<file path="src/logic/lsu_config_pkg.sv">
package lsu_config_pkg;

    ////////////////////
    // Sizes of the load/store front end

    // Distinct instruction IDs that can be in flight
    localparam int MAX_INFLIGHT_COUNT = 8;
    localparam int ID_WIDTH = 3;

    // Byte address space of the data RAM
    localparam int ADDR_WIDTH = 10;
    localparam int RAM_DEPTH_WORDS = 256;
    // Word index, byte offset dropped
    localparam int WORD_ADDR_WIDTH = ADDR_WIDTH - 2;

    // Per producer count of waiting forwarded stores
    localparam int HOLD_COUNT_WIDTH = 4;

endpackage

</file>
<file path="src/logic/lsu_types_pkg.sv">
package lsu_types_pkg;

    ////////////////////
    // Operation encodings

    // Direction of a memory request
    typedef enum logic {
        MEM_LOAD  = 1'b0,
        MEM_STORE = 1'b1
    } mem_op_e;

    // RISC-V funct3 access width
    // Bit 2 set means zero extension on loads
    // Low two bits give the size
    typedef enum logic [2:0] {
        FN3_B  = 3'd0,
        FN3_H  = 3'd1,
        FN3_W  = 3'd2,
        FN3_BU = 3'd4,
        FN3_HU = 3'd5
    } mem_fn3_e;

endpackage

</file>
<file path="src/logic/id_order_fifo.sv">
`timescale 1ns/1ps

module id_order_fifo (
    input  logic                              clk,
    input  logic                              rst,
    input  logic                              push,
    input  logic [lsu_config_pkg::ID_WIDTH-1:0] push_id,
    input  logic                              pop,
    output logic [lsu_config_pkg::ID_WIDTH-1:0] head_id,
    output logic                              full,
    output logic                              empty
);
    import lsu_config_pkg::*;

    // ID storage, payload only
    logic [ID_WIDTH-1:0] id_mem [MAX_INFLIGHT_COUNT];

    logic [ID_WIDTH-1:0] wr_ptr;
    logic [ID_WIDTH-1:0] rd_ptr;
    // One extra bit so a full buffer is distinct from empty
    logic [ID_WIDTH:0] count;

    ////////////////////
    // Storage write
    always_ff @(posedge clk) begin
        if (push) begin
            id_mem[wr_ptr] <= push_id;
        end
    end

    ////////////////////
    // Pointers and occupancy
    always_ff @(posedge clk) begin
        if (rst) begin
            wr_ptr <= '0;
            rd_ptr <= '0;
            count  <= '0;
        end else begin
            if (push) begin
                // Wrap at the last slot
                if (wr_ptr == ID_WIDTH'(MAX_INFLIGHT_COUNT - 1)) begin
                    wr_ptr <= '0;
                end else begin
                    wr_ptr <= wr_ptr + 1'b1;
                end
            end
            if (pop) begin
                if (rd_ptr == ID_WIDTH'(MAX_INFLIGHT_COUNT - 1)) begin
                    rd_ptr <= '0;
                end else begin
                    rd_ptr <= rd_ptr + 1'b1;
                end
            end
            // Simultaneous push and pop leaves count unchanged
            if (push && !pop) begin
                count <= count + 1'b1;
            end else if (pop && !push) begin
                count <= count - 1'b1;
            end
        end
    end

    // Oldest ID, meaningless while empty
    assign head_id = id_mem[rd_ptr];
    assign full    = (count == (ID_WIDTH + 1)'(MAX_INFLIGHT_COUNT));
    assign empty   = (count == '0);

    ////////////////////
    // Checks on the queue side handshake
    push_not_full: assert property (@(posedge clk) disable iff (rst) push |-> !full)
        else $error("ID FIFO push while full");

    pop_not_empty: assert property (@(posedge clk) disable iff (rst) pop |-> !empty)
        else $error("ID FIFO pop while empty");

endmodule

</file>
<file path="src/logic/load_store_queue.sv">
`timescale 1ns/1ps

module load_store_queue (
    input  logic                                        clk,
    input  logic                                        rst,
    // Request in
    input  logic                                        req_valid,
    input  lsu_types_pkg::mem_op_e                      req_op,
    input  lsu_types_pkg::mem_fn3_e                     req_fn3,
    input  logic [lsu_config_pkg::ADDR_WIDTH-1:0]       req_addr,
    input  logic [31:0]                                 req_data,
    input  logic [lsu_config_pkg::ID_WIDTH-1:0]         req_id,
    input  logic                                        req_forwarded,
    input  logic [lsu_config_pkg::ID_WIDTH-1:0]         req_data_id,
    output logic                                        req_ready,
    // Writeback forwarding
    input  logic                                        writeback_valid,
    input  logic [31:0]                                 writeback_data,
    output logic                                        fwd_request,
    output logic [lsu_config_pkg::ID_WIDTH-1:0]         fwd_id,
    output logic [lsu_config_pkg::MAX_INFLIGHT_COUNT-1:0] hold_ids,
    // Issue to RAM and formatter
    output logic                                        issue_valid,
    output lsu_types_pkg::mem_op_e                      issue_op,
    output lsu_types_pkg::mem_fn3_e                     issue_fn3,
    output logic [lsu_config_pkg::ADDR_WIDTH-1:0]       issue_addr,
    output logic [3:0]                                  issue_be,
    output logic [31:0]                                 issue_data,
    output logic [lsu_config_pkg::ID_WIDTH-1:0]         issue_id
);
    import lsu_config_pkg::*;
    import lsu_types_pkg::*;

    // One table slot per instruction ID
    typedef struct packed {
        mem_op_e               op;
        mem_fn3_e              fn3;
        logic [ADDR_WIDTH-1:0] addr;
        logic [31:0]           data;
        logic                  forwarded;
        logic [ID_WIDTH-1:0]   data_id;
    } lsq_entry_t;

    lsq_entry_t entry_table [MAX_INFLIGHT_COUNT];
    lsq_entry_t head_entry;

    logic [MAX_INFLIGHT_COUNT-1:0] entry_valid;
    logic [MAX_INFLIGHT_COUNT-1:0] accept_oh;
    logic [MAX_INFLIGHT_COUNT-1:0] issue_oh;

    logic [HOLD_COUNT_WIDTH-1:0] hold_count_r    [MAX_INFLIGHT_COUNT];
    logic [HOLD_COUNT_WIDTH-1:0] hold_count_next [MAX_INFLIGHT_COUNT];

    logic                accept;
    logic                fifo_full;
    logic                fifo_empty;
    logic [ID_WIDTH-1:0] head_id;
    logic                head_valid;
    logic                fwd_complete;
    logic [31:0]         store_src;

    ////////////////////
    // Program order of IDs
    assign req_ready = !fifo_full;
    assign accept    = req_valid && req_ready;

    id_order_fifo order_fifo (
        .clk     (clk),
        .rst     (rst),
        .push    (accept),
        .push_id (req_id),
        .pop     (issue_valid),
        .head_id (head_id),
        .full    (fifo_full),
        .empty   (fifo_empty)
    );

    // Request table, written at the incoming ID
    always_ff @(posedge clk) begin
        if (accept) begin
            entry_table[req_id] <= '{op: req_op, fn3: req_fn3, addr: req_addr,
                                     data: req_data, forwarded: req_forwarded,
                                     data_id: req_data_id};
        end
    end

    ////////////////////
    // Per ID valid bits
    always_comb begin
        accept_oh          = '0;
        accept_oh[req_id]  = accept;
        issue_oh           = '0;
        issue_oh[head_id]  = issue_valid;
    end

    // Clear before set so an ID reused in its issue cycle stays valid
    always_ff @(posedge clk) begin
        if (rst) begin
            entry_valid <= '0;
        end else begin
            entry_valid <= (entry_valid & ~issue_oh) | accept_oh;
        end
    end

    ////////////////////
    // Forwarded store hold counters
    assign fwd_complete = issue_valid && head_entry.forwarded;

    // Decrement applied to the incremented value, same ID cancels out
    always_comb begin
        hold_count_next = hold_count_r;
        if (accept && req_forwarded) begin
            hold_count_next[req_data_id] = hold_count_next[req_data_id] + 1'b1;
        end
        if (fwd_complete) begin
            hold_count_next[head_entry.data_id] = hold_count_next[head_entry.data_id] - 1'b1;
        end
    end

    always_ff @(posedge clk) begin
        if (rst) begin
            hold_count_r <= '{default: '0};
        end else begin
            hold_count_r <= hold_count_next;
        end
    end

    always_comb begin
        for (int i = 0; i < MAX_INFLIGHT_COUNT; i++) begin
            hold_ids[i] = (hold_count_r[i] != '0);
        end
    end

    ////////////////////
    // Head of queue and issue
    assign head_entry = entry_table[head_id];
    assign head_valid = !fifo_empty && entry_valid[head_id];

    // Forwarded head waits for its producer
    assign fwd_request = head_valid && head_entry.forwarded;
    assign fwd_id      = head_entry.data_id;
    assign issue_valid = head_valid && (!head_entry.forwarded || writeback_valid);

    assign issue_op   = head_entry.op;
    assign issue_fn3  = head_entry.fn3;
    assign issue_addr = head_entry.addr;
    assign issue_id   = head_id;

    assign store_src = head_entry.forwarded ? writeback_data : head_entry.data;

    // Copy low byte or halfword into every lane, enables pick the target
    always_comb begin
        case (head_entry.fn3)
            FN3_B, FN3_BU: begin
                issue_data = {4{store_src[7:0]}};
                issue_be   = 4'b0001 << head_entry.addr[1:0];
            end
            FN3_H, FN3_HU: begin
                issue_data = {2{store_src[15:0]}};
                issue_be   = head_entry.addr[1] ? 4'b1100 : 4'b0011;
            end
            default: begin
                issue_data = store_src;
                issue_be   = 4'b1111;
            end
        endcase
    end

    ////////////////////
    // Request stream checks
    // ID reuse only once the old entry has left
    id_not_in_flight: assert property (@(posedge clk) disable iff (rst)
        accept |-> (!entry_valid[req_id] || (issue_valid && head_id == req_id)))
        else $error("Request ID already in flight");

    aligned_request: assert property (@(posedge clk) disable iff (rst)
        accept |-> (((req_fn3 == FN3_H || req_fn3 == FN3_HU) -> !req_addr[0])
                    && ((req_fn3 == FN3_W) -> (req_addr[1:0] == 2'b00))))
        else $error("Misaligned request");

    hold_no_underflow: assert property (@(posedge clk) disable iff (rst)
        fwd_complete |-> (hold_count_r[head_entry.data_id] != '0
                          || (req_forwarded && accept && req_data_id == head_entry.data_id)))
        else $error("Hold counter decremented below zero");

endmodule

</file>
<file path="config.mk">
export PLATFORM = sky130hd
export DESIGN_NAME = load_store_queue
export DESIGN_NICKNAME = d
export VERILOG_FILES = /design/src/logic/lsu_config_pkg.sv /design/src/logic/lsu_types_pkg.sv /design/src/logic/id_order_fifo.sv /design/src/logic/load_store_queue.sv
export SDC_FILE = /design/constraint.sdc
export NUM_CORES = 1
export LEC_CHECK = 0
export ABC_AREA = 0
export BUFFER_PORTS_ARGS = -buffer_cell sky130_fd_sc_hd__buf_2
export CORE_AREA = 4 4 242 244
export DETAILED_ROUTE_END_ITERATION = 16
export DIE_AREA = 0 0 246 248
export SLEW_MARGIN = 20
export SYNTH_ARGS = -nofsm -noshare
export SYNTH_HDL_FRONTEND = slang
export SYNTH_SLANG_ARGS = --single-unit
export TNS_END_PERCENT = 1
</file>
<file path="constraint.sdc">
create_clock -name clk -period 18 [get_ports clk]
set_clock_uncertainty 0.2 [all_clocks]
set_input_delay 0.9 -clock clk [delete_from_list [all_inputs] [get_ports clk]]
set_output_delay 0.9 -clock clk [all_outputs]
set_load 0.005 [all_outputs]
</file>
Yosys cells after proc, flatten, opt, wreduce, memory -nomap -nowiden
Memory sizes are Yosys's and may differ from the RTL's. A register that Yosys moved wholly into a read port is not among the register bits.
Cells that the tools add are included.

storage, ports and cells
  output and inout bits = 67
  memories = 2
  word-level logic and storage cells = 105
  input bits = 89
  bits in writable memories = 424
  flip-flop bits (word level) = 50

memories
  name               words  bits a word  rd ports  clocked after Yosys merged registers in  wr ports  RTL line                RTL
  entry_table        8      50           1         0                                        1         load_store_queue.sv:44  lsq_entry_t entry_table [MAX_INFLIGHT_COUNT];
  order_fifo.id_mem  8      3            1         1                                        1         id_order_fifo.sv:16     logic [ID_WIDTH-1:0] id_mem [MAX_INFLIGHT_COUNT];

operators by class
  bitwise operators = 7
  $add $sub $neg = 6
  equal/unequal tests = 6
  shift-type cells = 1
  $lt $le $gt $ge = 8
  reduce and logical (&&, ||, !) cells = 31
  mux-type cells = 32

operators by type and width
  cell                                                                                 count
  32-bit 2-to-1 mux                                                                    3
  32-bit bitwise mux                                                                   2
  32-bit case mux with 2 select lines                                                  1
  4-bit 2-to-1 mux                                                                     9
  4-bit nonzero test                                                                   8
  8-bit bitwise AND                                                                    3
  4-bit binary-select mux with 3-bit select                                            2
  4-bit demux with 3-bit select                                                        2
  3-bit equality test, second input constant                                           4
  1-bit logical AND                                                                    12
  3-bit 2-to-1 mux                                                                     4
  4-bit by 1-bit adder with 4-bit output, second input constant                        2
  4-bit greater-or-equal comparator, second input constant                             2
  3-bit by 4-bit < comparator with 1-bit output, second input constant                 2
  4-bit by 1-bit < comparator with 1-bit output, second input constant                 2
  3-bit inverter with 4-bit output                                                     2
  8-bit inverter                                                                       1
  8-bit OR                                                                             1
  4-bit case mux with 2 select lines                                                   1
  4-bit by 1-bit subtractor with 4-bit output, second input constant                   2
  3-bit by 1-bit adder with 3-bit output, second input constant                        2
  1-bit demux with 3-bit select                                                        2
  3-bit by 1-bit greater-or-equal comparator with 1-bit output, second input constant  2
  1-bit zero test                                                                      5
  other kinds (10)                                                                     15

Longest topological paths before layout
  depth in word-level cells = 13
  depth in mapped cells = 19

Modules after synthesis
A second synthesis with hierarchy kept.

second synthesis, totals
  cell total of the unflattened synthesis = 1293
  area total of the unflattened synthesis = 19498.7 sq um

by module, submodules not included
  module            instances  cells each  area an instance (sq um)  seq. area each (sq um)
  load_store_queue  1          1185        17932.2                   12812.3
  id_order_fifo     1          108         1566.5                    980.9

Worst setup path after synthesis
OpenSTA, ideal clock, no wires.

  path type = input to register
  start = input port req_valid
  end = memory entry_table[0][0] in the netlist's numbering, enable pin
  library setup time = 0.590 ns
  cell stages on the path = 3
  slack = 11.207 ns
  data required time = 17.210 ns
  arrival time = 6.003 ns
  cells stage by stage = nand2_1 -> clkbuf_1 -> nor4_1

between the ends
  cells in the longest elaborated chain, start to end = 3

ends and longest elaborated chain
  what                                    RTL line                RTL
  from (decl)                             load_store_queue.sv:7   input logic req_valid,
  1-bit logical AND                       load_store_queue.sv:65  assign accept = req_valid && req_ready;
  1-bit 2-to-1 mux                        load_store_queue.sv:80  if (accept) begin
  1-bit 2-to-1 mux (not written as such)  load_store_queue.sv:81  entry_table[req_id] <= '{op: req_op, fn3: req_fn3, addr: req_addr,
  to (decl)                               load_store_queue.sv:44

No other way between the ends.

==> out/qor.yml <==
yosys_warnings: 0
port_buffers: 155
syn_area_um2: 19600
clkSinkCount: 477
dpl-instance-area_um2: 21200
num_rows: 87
dp_hpwl_mm: 31.9
synth_seq_cells: 477
grt_usage_pct: 17.6
grt_pass1_wl_mm: 81.9
async_reset_ff_share_pct: 0
rsz0062_at_grt: "false"
cts_max_level: 2
clock_latency_ns: 0.58
critPathKind: "flop to output pin"
tightestPinTransition_ns: 1.14
fin_area_um2: 22900
cp.arrival_ns: 5.73
syn_avg_cell_area_um2: 14.4
clockBufferDepth: 3
crit_path_end_kind: "output pin"
p_leak_uw: 0.00764
drt-pass1-iter-count: 5
detailedRoute.firstIterationViolations: 1097
initial_utilization_pct: 34.9
nFillCells: 5143
synth_edf_count: 424
cap_violations: 0
dieArea_um2: 61000
hold_viol: 0
netlist_top_cells_count: "edfxtp_1 (424), a22oi_1 (147), nor2_1 (85)"
synth_area_leaders: "edfxtp_1 (65%), a22oi_1 (5.6%), dfxtp_1 (5.4%), mux2i_1 (3.2%), nor2_1 (1.6%)"
final_max_slew_viol_count: 0
cts_hold_buf: 0
post_cts_resized: 0
hp-class: "flop to flop"
final_nets: 1609
fin_crit_ns: 6.83
vdd_drop_max_v: 0.0000830
postCtsSetupBuffers: 0
dieHeight_um: 248
antenna_left: 0
crit_required_ns: 16.90
setup_tns_ns: 0
first_global_vias: 12800
path_max_fanout: 46
status: "completed"
cts_buffers: 47
area_growth_pct: 16.9
vias: 12900
synth_top_area_share_pct: 64.9
cts_tree: "yes"
core-area_um2: 56300
drive_gt1_share_pct: 19.4
grt_max_degree: 63
path_clk_slew_ns: 0.07
fp.dieW_um: 246
cp-start-kind: "flop"
synth.distinct_cells: 76
fmax_mhz: 146
synth_fp_nets: 1465
fin_crit_sh_pct: 37.9
yosysTopAreaCell: "edfxtp_1"
drt_wl_total_mm: 55.1
ys.flop_type: "edfxtp_1"
gp_congestion: 0.899
clk_root_buffer_cell: "clkbuf_16"
route.detailed.drc: 0
syn_inst: 1366
wl_per_cell_um: 23.9
yosysSeqAreaShare_pct: 70.3
ios: 156
power_density_nw_per_um2: 154
antenna_found_initial: 10
viasPerCell: 5.60
maxSlewHeadroom_pct: 24.0
setup_viol: 0
yosysMostFrequentCell: "edfxtp_1"
grt.overflow.total: 0
-- layer usage --
metal  vias to the layer above  GRT usage [%]  wire (um)
li1                       5741              -          -
met1                      6543           24.0      23400
met2                       518           29.1      26300
met3                       109           3.60       4280
met4                        12           4.34       1110
met5                         -              0         80
-- layout by cell type (no fill, tap or decap), drive strengths merged, types with 30 or more instances in the layout --
cell type and count:
edfxtp 424, buf 175, a22oi 147, nor2 87, nand2 85, mux2i 64, clkbuf 55, dfxtp 53
o21ai 45, a21oi 36, nand3 36, nand4 34, inv 30
-- path summary, 6_finish.rpt --
kind                                           startpoint  cells past startpoint  slack, ns                           to
worst min-delay path            entry_valid[5]$_SDFF_PP0_                      2       0.28    entry_valid[5]$_SDFF_PP0_
worst max register to register                       flop                     15      11.87  hold_count_r[30]$_SDFF_PP0_
worst min register to register  entry_valid[5]$_SDFF_PP0_                      2       0.28    entry_valid[5]$_SDFF_PP0_
worst max-delay path                                 flop                     12      11.17                issue_data[9]
-- critical path, cell delays in order, from the launching register on --
cell and delay (ns):
dfxtp_1 0.59, mux2i_1 0.25, mux4_2 0.61, inv_2 0.36, nand2_1 0.32, nor2_4 0.04
buf_4 0.37, a22oi_1 0.26, and4_2 0.68, inv_1 0.24, nor2_1 0.91, mux2i_1 0.31
buf_2 0.15
-- stage by stage --
stage          cells  util, %  total power (uW)  setup WS (ns)  hold slack [ns]
3_5_place_dp    2217     37.8              2510          11.35            0.267
4_1_cts         2305     40.7              3560          10.71            0.275
2_1_floorplan   1366        -              2020          11.21            0.246
5_1_grt         2305     40.7              3710          10.80            0.302
6_report        2309     40.8              3540          11.17            0.275
3_3_place_gp    2217     37.8              2510          11.57            0.261
-- kinds of logic after synthesis --
group                      synth area share [%]
AOI/OAI and AO/OA                          12.6
xor gates and xnor gates                  0.402
adders and majority gates                 0.676
buffers and inverters                      2.32
DFF                                        70.3
muxes                                      5.05
and+or+nand+nor                            8.71
-- area by class of cell --
type	instances	area, um^2	area share, %
Antenna cell	4	10.0	0.0436
Clock inverter	33	429	1.87
Sequential cell	477	13800	60.1
Timing Repair Buffer	175	926	4.04
Tap cell	756	946	4.12
Inverter	29	109	0.475
Multi-Input combinational cell	780	5490	23.9
Clock buffer	55	1240	5.39
-- registers in the layout (all words and copies together), names as in the netlist, named ones only --
name               cells
entry_table          400
entry_valid            8
hold_count_r          32
order_fifo.count       4
order_fifo.id_mem     24
order_fifo.rd_ptr      3
order_fifo.wr_ptr      3
-- power by group --
part / switching, uW / internal [uW] / leakage (uW)
Sequential: 22.4 / 1250 / 0.00428
Combinational: 819 / 407 / 0.00256
Clock: 420 / 626 / 0.000799
(Power assumes the default switching activity.)
