--- src/logic/lsu_config_pkg.sv ---
package lsu_config_pkg;

    ////////////////////
    // Sizes of the load/store front end

    // Distinct instruction IDs that can be in flight
    localparam int MAX_INFLIGHT_COUNT = 8;
    localparam int ID_WIDTH = 3;

    // Byte address space of the data RAM
    localparam int ADDR_WIDTH = 10;
    localparam int RAM_DEPTH_WORDS = 256;
    // Word index, byte offset dropped
    localparam int WORD_ADDR_WIDTH = ADDR_WIDTH - 2;

    // Per producer count of waiting forwarded stores
    localparam int HOLD_COUNT_WIDTH = 4;

endpackage

--- src/logic/lsu_types_pkg.sv ---
package lsu_types_pkg;

    ////////////////////
    // Operation encodings

    // Direction of a memory request
    typedef enum logic {
        MEM_LOAD  = 1'b0,
        MEM_STORE = 1'b1
    } mem_op_e;

    // RISC-V funct3 access width
    // Bit 2 set means zero extension on loads
    // Low two bits give the size
    typedef enum logic [2:0] {
        FN3_B  = 3'd0,
        FN3_H  = 3'd1,
        FN3_W  = 3'd2,
        FN3_BU = 3'd4,
        FN3_HU = 3'd5
    } mem_fn3_e;

endpackage

--- src/logic/lsu_load_format.sv ---
`timescale 1ns/1ps

module lsu_load_format (
    input  logic                                  clk,
    input  logic                                  rst,
    input  logic                                  issue_valid,
    input  lsu_types_pkg::mem_op_e                issue_op,
    input  lsu_types_pkg::mem_fn3_e               issue_fn3,
    input  logic [lsu_config_pkg::ADDR_WIDTH-1:0] issue_addr,
    input  logic [lsu_config_pkg::ID_WIDTH-1:0]   issue_id,
    input  logic [31:0]                           rdata,
    output logic                                  load_valid,
    output logic [lsu_config_pkg::ID_WIDTH-1:0]   load_id,
    output logic [31:0]                           load_data
);
    import lsu_config_pkg::*;
    import lsu_types_pkg::*;

    mem_fn3_e            fn3_r;
    logic [1:0]          offset_r;
    logic [ID_WIDTH-1:0] id_r;
    logic [31:0]         lane_data;

    ////////////////////
    // Issue attributes, aligned with the RAM read
    always_ff @(posedge clk) begin
        if (rst) begin
            load_valid <= 1'b0;
        end else begin
            load_valid <= issue_valid && (issue_op == MEM_LOAD);
        end
    end

    // Payload follows the RAM read, no reset needed
    always_ff @(posedge clk) begin
        fn3_r    <= issue_fn3;
        offset_r <= issue_addr[1:0];
        id_r     <= issue_id;
    end

    assign load_id = id_r;

    ////////////////////
    // Lane select and extension
    // Addressed byte or halfword moved to bit 0
    assign lane_data = rdata >> {offset_r, 3'b000};

    always_comb begin
        case (fn3_r)
            FN3_B:   load_data = {{24{lane_data[7]}}, lane_data[7:0]};
            FN3_BU:  load_data = {24'd0, lane_data[7:0]};
            FN3_H:   load_data = {{16{lane_data[15]}}, lane_data[15:0]};
            FN3_HU:  load_data = {16'd0, lane_data[15:0]};
            default: load_data = rdata;
        endcase
    end

endmodule

--- config.mk ---
export PLATFORM = sky130hd
export DESIGN_NAME = lsu_load_format
export DESIGN_NICKNAME = d
export VERILOG_FILES = /design/src/logic/lsu_config_pkg.sv /design/src/logic/lsu_types_pkg.sv /design/src/logic/lsu_load_format.sv
export SDC_FILE = /design/constraint.sdc
export NUM_CORES = 1
export LEC_CHECK = 0
export ABC_AREA = 1
export BUFFER_PORTS_ARGS = -buffer_cell sky130_fd_sc_hd__buf_2
export CAP_MARGIN = 20
export CORE_ASPECT_RATIO = 1.1
export CORE_MARGIN = 2
export CORE_UTILIZATION = 42
export CTS_CLUSTER_SIZE = 16
export DETAILED_ROUTE_END_ITERATION = 8
export PLACE_DENSITY = 0.86
export SYNTH_ARGS = -nofsm -noshare
export SYNTH_HDL_FRONTEND = slang
export SYNTH_SLANG_ARGS = --single-unit
export TNS_END_PERCENT = 100
--- constraint.sdc ---
create_clock -name clk -period 3.4 [get_ports clk]
set_input_delay 0.68 -clock clk [delete_from_list [all_inputs] [get_ports clk]]
set_output_delay 0.68 -clock clk [all_outputs]
set_load 0.02 [all_outputs]
Word level (Yosys, flattened, before mapping) --
Cells that the tools add are included.
Storage, ports and cells: output and inout bits 36, input port bits 52, bits in registers 9, logic and storage cells 12
Operators by class: bitwise operators 1, mux-type cells 1, eq/ne operators 3, shift operators 1, reduce and logical (&&, ||, !) cells 2
Operators with widths (number):
- 32-bit case mux with 4 select lines | 1
- 32-bit by 5-bit right shift with 16-bit output | 1
- 3-bit == test (second input constant) | 2
- 3-bit by 1-bit == test with 1-bit output (second input constant) | 1
- 3-bit zero test | 1
- 1-bit logical AND | 1
- 1-bit inverter | 1

Longest topological paths before layout --
Gate-level depths: netlist (run 1).
depth in word-level cells 2, gate-level depth with buffers 7, mapped depth without buffers 6

Worst setup path after synthesis (run 1) --
Ideal clock, no wire load.
kind input to output, start input rdata[23], end output load_data[16], required time 2720 ps, stages 7, slack 1419 ps, data arrival time 1301 ps, path buffers 1, cell sequence inv_1 -> nand2_1 -> nand3_1 -> nand2_1 -> nand2_2 -> buf_6 -> nand3_1
Between the ends: longest elaborated chain between the ends 2
RTL lines:
- start, declared | RTL line lsu_load_format.sv:11 | input logic [31:0] rdata,
- 32-bit by 5-bit right shift with 16-bit output | RTL line lsu_load_format.sv:46 | assign lane_data = rdata >> {offset_r, 3'b000};
- 32-bit case mux with 4 select lines | RTL line lsu_load_format.sv:49 | case (fn3_r)
- end, declared | RTL line lsu_load_format.sv:14 | output logic [31:0] load_data
Every way passes these cells.

Final worst setup path (run 1) --
start register offset_r[1], end output load_data[19]
Between the ends: longest elaborated chain between the ends 2
RTL lines:
- start, declared | RTL line lsu_load_format.sv:20 | logic [1:0] offset_r;
- start signal, assigned | RTL line lsu_load_format.sv:37 | offset_r <= issue_addr[1:0];
- 32-bit by 5-bit right shift with 16-bit output | RTL line lsu_load_format.sv:46
- 32-bit case mux with 4 select lines | RTL line lsu_load_format.sv:49
Every way passes these cells.

==> results of run 1 <==
[path summary, 6_finish.rpt]
kind                                start                  to  slack (ps)  depth (start not counted)
worst min-delay path          issue_id[0]  load_id[0]$_DFF_P_         510                          1
worst max-delay path  offset_r[1]$_DFF_P_       load_data[19]         510                          7
[power breakdown]
part           switching, mW  internal [mW]
logic                  0.129         0.0754
clock network         0.0391         0.0453
registers            0.00854          0.111
total                  0.177          0.232
[cell usage after synthesis]
| cell type | n | area, um2 |
|---|---|---|
| sky130_fd_sc_hd__nand2_1 | 89 | 334 |
| sky130_fd_sc_hd__nand3_1 | 34 | 170 |
| sky130_fd_sc_hd__o21ai_0 | 20 | 100 |
| sky130_fd_sc_hd__inv_1 | 18 | 67.6 |
| sky130_fd_sc_hd__dfxtp_1 | 9 | 180 |
| sky130_fd_sc_hd__nor2_1 | 9 | 33.8 |
| sky130_fd_sc_hd__buf_4 | 5 | 37.5 |
| sky130_fd_sc_hd__clkbuf_1 | 3 | 11.3 |
| sky130_fd_sc_hd__o21ai_1 | 3 | 15.0 |
| sky130_fd_sc_hd__buf_2 | 2 | 10.0 |
| sky130_fd_sc_hd__nand2_2 | 2 | 12.5 |
| sky130_fd_sc_hd__nand3_2 | 2 | 20.0 |
| sky130_fd_sc_hd__buf_6 | 1 | 11.3 |
| sky130_fd_sc_hd__inv_2 | 1 | 3.75 |
| sky130_fd_sc_hd__inv_4 | 1 | 6.26 |
| sky130_fd_sc_hd__nand3_4 | 1 | 17.5 |
| sky130_fd_sc_hd__nor2_2 | 1 | 6.26 |
| sky130_fd_sc_hd__nor2_4 | 1 | 11.3 |
| sky130_fd_sc_hd__nor3_2 | 1 | 10.0 |
| sky130_fd_sc_hd__nor3b_1 | 1 | 7.51 |
[metrics by stage]
step	cells	total power [mW]	util	hold slack [ps]
3_5_place_dp	305	0.327	0.590	784
2_1_floorplan	204	0.250	-	708
3_3_place_gp	305	0.323	0.590	782
4_1_cts	309	0.413	0.601	497
5_1_grt	309	0.435	0.601	498
6_report	309	0.409	0.601	506
[final cells by class]
cell class / count / area, um2
Fill cell: 266 / 977
Multi-Input combinational cell: 164 / 738
Timing Repair Buffer: 81 / 410
Sequential cell: 9 / 180
Inverter: 20 / 77.6
Tap cell: 31 / 38.8
Clock buffer: 4 / 26.3
[state kept, by name (all words and copies together), names as in the netlist]
signal,cells
fn3_r,3
offset_r,2
load_valid,1
load_id,3
[logic make-up after synthesis]
group,after synthesis
simple gates,141
buf+inv,31
compound gates,23
flops,9
[metal layers]
| layer | vias to the layer above | wire, um | track usage |
|---|---|---|---|
| met5 | - | 0 | 0 |
| met4 | 0 | 44 | 0.0940 |
| met3 | 5 | 300 | 0.0106 |
| met2 | 82 | 1760 | 0.414 |
| met1 | 663 | 1390 | 0.295 |
| li1 | 793 | - | - |
[cells in the final DEF, fill, tap and decap left out, drive strengths merged]
cell type,netlist,layout
nand2,91,91
buf,8,81
nand3,37,37
o21ai,23,23
inv,20,20
nor2,11,11
dfxtp,9,9
clkbuf,3,4
nor3,1,1
nor3b,1,1
==> impl_metrics.py, run 1 <==
metrics = {
    "route": {
        "drtPass1Iterations": 4,
        "postRouteAntennaNets": 0,
        "detail_route.iter0.violations": 32,
        "detail_route.wirelength_um": 3490,
        "post-route-drc-count": 0,
        "vias_per_cell": 4.99,
        "route.detailed.wl_per_inst_um": 11.3,
        "vias": 1543,
    },
    "logic_synthesis": {
        "muxShareOfSynthArea": 0,
        "syn-cell-area_um2": 1070,
        "synth_simple_gate_area_share": 0.585,
        "synth_warnings": 0,
        "postSynthNetCount": 256,
        "yosys.area_share.xor_xnor": 0,
        "yosys.area_share.adder": 0,
        "dominant_combinational_cell_family_by_area_after_synthesis": "simple AND/OR/NAND/NOR gates",
        "synth.avg_cell_area_um2": 5.23,
        "postSynthRegisterBits": 9,
        "ys_seq_area_frac": 0.169,
        "netlist_instances": 204,
        "synth_compound_area_frac": 0.108,
        "ys_types": 20,
    },
    "run": {
        "drv.max_cap_violation_count": 0,
    },
    "die": {
        "fp.dieArea_um2": 2960,
        "die_w_um": 52.0,
        "coreArea_um2": 2450,
        "fp.dieH_um": 56.8,
        "top_level_ports": 88,
        "row_count": 19,
        "initial_core_util": 0.435,
    },
    "global_route": {
        "antenna_found_initial": 0,
        "largest_net_degree_at_the_start_of_global_routing": 25,
        "grt_pass1_vias": 1293,
        "gr-total-overflow": 0,
        "globalRouteTotalUtil": 0.236,
        "grt_pass1_wl_um": 5470,
    },
    "timing": {
        "fin_setup_tns_ps": 0,
        "final-hold-violation-count": 0,
        "worst-slew-pin-transition_ps": 529,
        "achievable-frequency_mhz": 347,
        "fin_crit_ps": 2890,
        "postLayoutSetupSlackWorst_ps": 514,
        "max-slew-margin-rel": 0.645,
        "min_period_over_period": 0.849,
        "setup_viol_count_final": 0,
        "timing.final.max_slew_violations": 0,
        "grt_setup_unrepaired": "false",
    },
    "setup_path": {
        "cp_common_cell": "sky130_fd_sc_hd__nand2_1",
        "crit_required_ps": 2720,
        "crit_chain": "inv_1 -> nor2_2 -> nand2_1 -> nand2_1 -> nand2_2 -> nand3_1 -> buf_2",
        "cp_max_fo": 16,
        "worst_path_largest_cell_delay_ps": 560,
        "critical_path.n_buffers_inverters": 2,
        "critical-path-top-delay-family": "simple AND/OR/NAND/NOR gates",
        "cp_data_arrival_time_ps": 2210,
        "worst_setup_path_end_kind": "output port",
        "setup.worst_path.start_class": "flip-flop",
        "path_class": "reg -> out",
        "cp_slowest_cell": "sky130_fd_sc_hd__dfxtp_1",
    },
    "min_path": {
        "min-delay-path-class": "in -> reg",
    },
    "clocking": {
        "clock_tree.htree_level_count": 1,
        "clkTransAtPathRegs_ps": 60,
        "cts.sink_count": 9,
        "cts.path.max_buffers": 2,
        "cts_made_buffers": 3,
        "cells_resized_by_post_cts_repair": 0,
        "cts_tree": "built",
        "post-cts-setup-buffer-count": 0,
        "cts_hold_buffers": 0,
        "clock-root-buffer": "sky130_fd_sc_hd__clkbuf_4",
    },
    "place": {
        "dp.final_hpwl_um": 2610,
        "place_ws_ps": 828,
        "post_dp_cell_area_um2": 1450,
        "routabilityCongestion": 0.882,
        "count_of_input_and_output_buffers": 79,
    },
    "final_layout": {
        "final_area_um2": 1470,
        "num-nets-final": 331,
        "insertedDiodeCount": 0,
        "synthesis_to_layout_area_growth_pct": 38.0,
        "post_route_cells_drive_above_1_share": 0.338,
    },
    "pwr": {
        "leakage_power_figure_nw": 0.949,
        "power.ir.vdd_worst_mv": 0.257,
        "power.density_nw_per_um2": 278,
    },
    "status": {
        "run_status": "complete, no violations",
    },
}
(Power assumes the default switching activity.)
==> run 2, diff against run 1 <==
--- a/config.mk
+++ b/config.mk
@@ -10,10 +10,10 @@
 export CAP_MARGIN = 20
 export CORE_ASPECT_RATIO = 1.1
 export CORE_MARGIN = 2
-export CORE_UTILIZATION = 42
+export CORE_UTILIZATION = 39
 export CTS_CLUSTER_SIZE = 16
 export DETAILED_ROUTE_END_ITERATION = 8
-export PLACE_DENSITY = 0.86
+export PLACE_DENSITY = 0.81
 export SYNTH_ARGS = -nofsm -noshare
 export SYNTH_HDL_FRONTEND = slang
 export SYNTH_SLANG_ARGS = --single-unit
==> constraint.sdc (replaced) <==
create_clock -name clk -period 2.8 [get_ports clk]
set_input_delay 0.56 -clock clk [delete_from_list [all_inputs] [get_ports clk]]
set_output_delay 0.56 -clock clk [all_outputs]
set_load 0.02 [all_outputs]
==> impl_metrics.py, run 2 (same netlist as run 1, synthesis figures left out) <==
metrics = {
    "die": {
        "coreArea_um2": 2540,
        "initial_core_util": 0.419,
        "fp.dieArea_um2": 3170,
        "top_level_ports": 88,
        "row_count": 19,
        "fp.dieH_um": 58.8,
        "die_w_um": 53.9,
    },
    "run": {
        "drv.max_cap_violation_count": 0,
    },
    "final_layout": {
        "instances_no_fill": 310,
        "layout.cells.most_common": "sky130_fd_sc_hd__nand2_1",
        "sequential_cell_area_um2": 180,
        "most-common-layout-cells": "89 x sky130_fd_sc_hd__nand2_1, 79 x sky130_fd_sc_hd__buf_2, 34 x sky130_fd_sc_hd__nand3_1",
        "fill_cells": 285,
        "post_route_cells_drive_above_1_share": 0.341,
        "insertedDiodeCount": 0,
        "num-nets-final": 332,
        "multi_input_area_um2": 738,
        "synthesis_to_layout_area_growth_pct": 38.7,
    },
    "pwr": {
        "share_comb_of_total_power": 0.510,
        "power.density_nw_per_um2": 332,
        "post_route_total_power_uw": 490,
        "leakage_power_figure_nw": 0.954,
        "p_sw_uw": 208,
        "power.ir.vdd_worst_mv": 0.309,
        "power.share.switching": 0.425,
        "power.share.sequential": 0.292,
        "power.clock.fraction": 0.198,
        "cell_internal_pwr_uw": 282,
    },
    "place": {
        "dpl.cell_count": 306,
        "dp.final_hpwl_um": 2520,
        "count_of_input_and_output_buffers": 79,
        "routabilityCongestion": 0.826,
    },
    "timing": {
        "fin_setup_tns_ps": 0,
        "min_period_over_period": 0.887,
        "max-slew-margin-rel": 0.662,
        "fin_crit_ps": 2480,
        "grt_setup_unrepaired": "false",
        "timing.final.max_slew_violations": 0,
        "setup_viol_count_final": 0,
        "final-hold-violation-count": 0,
        "hold_slack_ps": 401,
        "achievable-frequency_mhz": 403,
        "worst-slew-pin-transition_ps": 506,
    },
    "global_route": {
        "gr-total-overflow": 0,
        "grt_pass1_wl_um": 5340,
        "grt_pass1_vias": 1303,
        "largest_net_degree_at_the_start_of_global_routing": 25,
        "antenna_found_initial": 0,
        "globalRouteTotalUtil": 0.217,
    },
    "clocking": {
        "post-cts-setup-buffer-count": 0,
        "cts_tree": "built",
        "clkTransAtPathRegs_ps": 60,
        "clock-root-buffer": "sky130_fd_sc_hd__clkbuf_4",
        "cells_resized_by_post_cts_repair": 0,
        "cts_made_buffers": 3,
        "cts.sink_count": 9,
        "cts_hold_buffers": 0,
        "clock_tree.htree_level_count": 1,
        "cts.path.max_buffers": 2,
    },
    "setup_path": {
        "setup.worst_path.start_class": "flip-flop",
        "crit_chain": "inv_1 -> nor2_2 -> nand2_1 -> nand2_1 -> nand2_2 -> nand3_1 -> buf_2",
        "worst_path_largest_cell_delay_ps": 530,
        "path_class": "reg -> out",
        "cp_slowest_cell": "sky130_fd_sc_hd__dfxtp_1",
        "worst_setup_path_end_kind": "output port",
        "cp_max_fo": 16,
        "crit_required_ps": 2240,
        "cp_common_cell": "sky130_fd_sc_hd__nand2_1",
        "cp_data_arrival_time_ps": 1920,
    },
    "route": {
        "route.top_layer_used": "met4",
        "vias_per_cell": 4.90,
        "drtPass1Iterations": 5,
        "postRouteAntennaNets": 0,
        "detail_route.wirelength_um": 3340,
        "route.detailed.wl_per_inst_um": 10.8,
        "detail_route.iter0.violations": 45,
        "vias": 1518,
        "post-route-drc-count": 0,
        "dr_wl_met2_um": 1610,
        "route.met3.wl_um": 264,
        "wirelength_met1_um": 1460,
    },
    "min_path": {
        "min-delay-path-class": "in -> reg",
    },
    "status": {
        "run_status": "complete, no violations",
    },
}
## run 2: cell types whose count changed in the layout (fill, tap and decap cells not counted), sizes merged
cell  before  now
buf       81   82
## run 2: final timing paths
kind / to / startpoint / slack [ps] / cells past startpoint
min: load_id[1]$_DFF_P_ / issue_id[1] / 400 / 1
max: load_data[21] / offset_r[1]$_DFF_P_ / 320 / 7
## run 2: power by group through the flow
stage / Clock, mW / Combinational, mW / Sequential [mW]
2_1_floorplan: 0 / 0.159 / 0.145
3_3_place_gp: 0 / 0.248 / 0.146
3_5_place_dp: 0 / 0.250 / 0.146
4_1_cts: 0.102 / 0.251 / 0.143
5_1_grt: 0.106 / 0.277 / 0.144
6_report: 0.0971 / 0.250 / 0.143
## run 2: final cells by class
cell class	count	area share
multi-input combinational	164	0.499
tap	31	0.0262
inverter	20	0.0525
timing repair buffer	82	0.283
sequential	9	0.122
clock buffer	4	0.0178
## run 2: metal layers
metal,up-vias,track usage
met4,0,0.0476
met1,648,0.286
met5,-,0
met2,71,0.375
li1,797,-
met3,2,0.0203
## run 2: stage by stage
stage,area [um2],worst slack (ps),utilization
after floorplan,1070,1060,-
after global routing,1480,164,0.581
after detailed placement,1450,611,0.571
final,1480,317,0.581
after global placement,1450,616,0.571
after CTS,1480,324,0.581
## run 2: critical path: cells and delay by family, from the launching register on
| kind | cells | cell delay [ps] |
|---|---|---|
| simple gates | 5 | 660 |
| buf+inv | 2 | 470 |
| flops | 1 | 530 |
==> run 3, diff against run 2 <==
--- a/config.mk
+++ b/config.mk
@@ -5,15 +5,14 @@
 export SDC_FILE = /design/constraint.sdc
 export NUM_CORES = 1
 export LEC_CHECK = 0
-export ABC_AREA = 1
 export BUFFER_PORTS_ARGS = -buffer_cell sky130_fd_sc_hd__buf_2
 export CAP_MARGIN = 20
 export CORE_ASPECT_RATIO = 1.1
-export CORE_MARGIN = 2
-export CORE_UTILIZATION = 39
+export CORE_MARGIN = 3
+export CORE_UTILIZATION = 36
 export CTS_CLUSTER_SIZE = 16
 export DETAILED_ROUTE_END_ITERATION = 8
-export PLACE_DENSITY = 0.81
+export PLACE_DENSITY = 0.8
 export SYNTH_ARGS = -nofsm -noshare
 export SYNTH_HDL_FRONTEND = slang
 export SYNTH_SLANG_ARGS = --single-unit
==> impl_metrics.py, run 3 <==
metrics = {
    "final_layout": {
        "insertedDiodeCount": 0,
        "layout.cells.most_common": "sky130_fd_sc_hd__buf_2",
        "most-common-layout-cells": "79 x sky130_fd_sc_hd__buf_2, 34 x sky130_fd_sc_hd__nand2_1, 18 x sky130_fd_sc_hd__o21ai_0",
        "final_core_util": 0.574,
        "num-nets-final": 252,
        "instances_no_fill": 229,
        "fill_cells": 250,
        "multi_input_area_um2": 639,
        "sequential_cell_area_um2": 180,
        "post_route_cells_drive_above_1_share": 0.487,
        "synthesis_to_layout_area_growth_pct": 47.4,
    },
    "clocking": {
        "clock-root-buffer": "sky130_fd_sc_hd__clkbuf_4",
        "clkTransAtPathRegs_ps": 60,
        "cts_tree": "built",
        "clock_tree.htree_level_count": 1,
        "post-cts-setup-buffer-count": 0,
        "cts.sink_count": 9,
        "cts_made_buffers": 3,
        "cts.path.max_buffers": 2,
        "cts_hold_buffers": 0,
        "cells_resized_by_post_cts_repair": 0,
    },
    "logic_synthesis": {
        "ys_types": 29,
        "synth_warnings": 0,
        "ys_seq_area_frac": 0.199,
        "postSynthNetCount": 173,
        "postSynthRegisterBits": 9,
        "synthArstFlopShare": 0,
        "synth_largest_area_cell": "sky130_fd_sc_hd__dfxtp_1",
        "synth_area_leaders": "sky130_fd_sc_hd__dfxtp_1 20%, sky130_fd_sc_hd__nand2_1 14%, sky130_fd_sc_hd__o21ai_0 10%, sky130_fd_sc_hd__mux2_2 6.2%, sky130_fd_sc_hd__o31ai_1 5.8%",
        "netlist_instances": 121,
        "number_of_flops_mapped_to_enable_cells_by_yosys": 0,
        "yosysTopAreaCellShare": 0.199,
        "synth_flop_cell": "sky130_fd_sc_hd__dfxtp_1",
        "synth_common_cells": "34 x sky130_fd_sc_hd__nand2_1, 18 x sky130_fd_sc_hd__o21ai_0, 9 x sky130_fd_sc_hd__dfxtp_1, 7 x sky130_fd_sc_hd__o31ai_1",
        "yosys.cell_count.top_type": "sky130_fd_sc_hd__nand2_1",
        "syn-cell-area_um2": 903,
        "synth.avg_cell_area_um2": 7.47,
    },
    "global_route": {
        "grt.met1_usage": 0.206,
        "gr-usage-met3": 0.0405,
        "largest_net_degree_at_the_start_of_global_routing": 23,
        "antenna_found_initial": 0,
        "grt_pass1_wl_um": 4300,
        "globalRouteTotalUtil": 0.176,
        "grt_most_used_layer": "met2",
        "global_route.usage.met2": 0.315,
        "grt_pass1_vias": 1021,
        "gr-total-overflow": 0,
    },
    "timing": {
        "setup_viol_count_final": 0,
        "fin_setup_tns_ps": 0,
        "postLayoutSetupSlackWorst_ps": 200,
        "min_period_over_period": 0.928,
        "final-hold-violation-count": 0,
        "timing.final.max_slew_violations": 0,
        "fin_crit_ps": 2600,
        "grt_setup_unrepaired": "false",
        "max-slew-margin-rel": 0.623,
        "achievable-frequency_mhz": 385,
        "worst-slew-pin-transition_ps": 565,
    },
    "route": {
        "vias": 1184,
        "vias_per_cell": 5.17,
        "postRouteAntennaNets": 0,
        "drtPass1Iterations": 4,
        "post-route-drc-count": 0,
        "detail_route.iter0.violations": 15,
        "route.detailed.wl_per_inst_um": 12.7,
        "detail_route.wirelength_um": 2910,
    },
    "min_path": {
        "min-delay-path-class": "in -> reg",
        "startpoint_of_the_most_critical_hold_path": "issue_id[0]",
    },
    "place": {
        "dp.final_hpwl_um": 2360,
        "dpl.cell_count": 225,
        "count_of_input_and_output_buffers": 79,
        "routabilityCongestion": 0.748,
        "place_ws_ps": 331,
    },
    "pwr": {
        "power.ir.vdd_worst_mv": 0.264,
        "leakage_power_figure_nw": 0.707,
        "cell_internal_pwr_uw": 287,
        "p_sw_uw": 193,
        "share_comb_of_total_power": 0.507,
        "power.share.sequential": 0.296,
        "power.density_nw_per_um2": 361,
        "power.clock.fraction": 0.197,
        "power.share.switching": 0.402,
    },
    "status": {
        "run_status": "complete, no violations",
    },
    "setup_path": {
        "worst_setup_path_end_kind": "output port",
        "critical-path-top-delay-family": "buffers and inverters",
        "cp_slowest_cell": "sky130_fd_sc_hd__nor2b_1",
        "worst_setup_path_startpoint": "offset_r[0]$_DFF_P_",
        "cp_common_cell": "sky130_fd_sc_hd__buf_4",
        "critical_path.n_buffers_inverters": 3,
        "cp_data_arrival_time_ps": 2040,
        "crit_chain": "buf_4 -> nor2b_1 -> a221oi_2 -> buf_4 -> o31ai_1 -> buf_2",
        "cp_max_fo": 15,
        "crit_required_ps": 2240,
        "setup.worst_path.start_class": "flip-flop",
        "worst_path_largest_cell_delay_ps": 420,
        "path_class": "reg -> out",
    },
    "run": {
        "drv.max_cap_violation_count": 0,
    },
    "die": {
        "coreArea_um2": 2320,
        "fp.dieH_um": 58.5,
        "initial_core_util": 0.389,
        "row_count": 18,
        "fp.dieArea_um2": 3150,
        "top_level_ports": 88,
        "die_w_um": 53.8,
    },
}
[run 3: changes by cell type after synthesis, sizes merged, moves of 4 or more]
cell    change
nand3      -37
inv        -16
mux2i       +5
mux2        +5
nand2      -57
o31ai       +7
a22oi       +4
a221oi      +5
nor2       -11
[run 3: cell type report]
type / count / area share
clock buffers: 4 / 0.0197
inverters: 4 / 0.0113
multi-input cells: 98 / 0.480
flip-flops and latches: 9 / 0.135
well taps: 30 / 0.0282
repair buffers: 84 / 0.325
[run 3: logic make-up after synthesis]
| logic type | Yosys count | share of synthesized area |
|---|---|---|
| and+or+nand+nor | 39 | 0.179 |
| muxes | 11 | 0.143 |
| buffers and inverters | 14 | 0.0928 |
| DFF | 9 | 0.199 |
| AOI/OAI and AO/OA | 48 | 0.386 |
[run 3: final timing paths]
path | end | slack [ps] | cells after the start
worst max-delay path | load_data[15] | 200 | 6
worst min-delay path | load_id[0]$_DFF_P_ | 410 | 1
[run 3: power groups by stage]
stage	combinational [mW]	clock, mW	sequential (mW)
after floorplan	0.154	0	0.145
after global placement	0.243	0	0.145
after detailed placement	0.244	0	0.145
after CTS	0.245	0.102	0.142
after global routing	0.265	0.110	0.143
final	0.243	0.0945	0.142
[run 3: per-stage QoR]
step	power, mW	hold slack, ps	instance area (um2)
2_1_floorplan	0.298	588	903
3_3_place_gp	0.387	662	1310
3_5_place_dp	0.389	664	1310
4_1_cts	0.488	392	1330
5_1_grt	0.518	382	1330
6_report	0.480	405	1330
[run 3: layer usage]
metal | wire length, um | vias to the layer above
met5 | 0 | -
met4 | 0 | 0
met3 | 376 | 0
met2 | 1370 | 61
met1 | 1170 | 519
li1 | - | 604
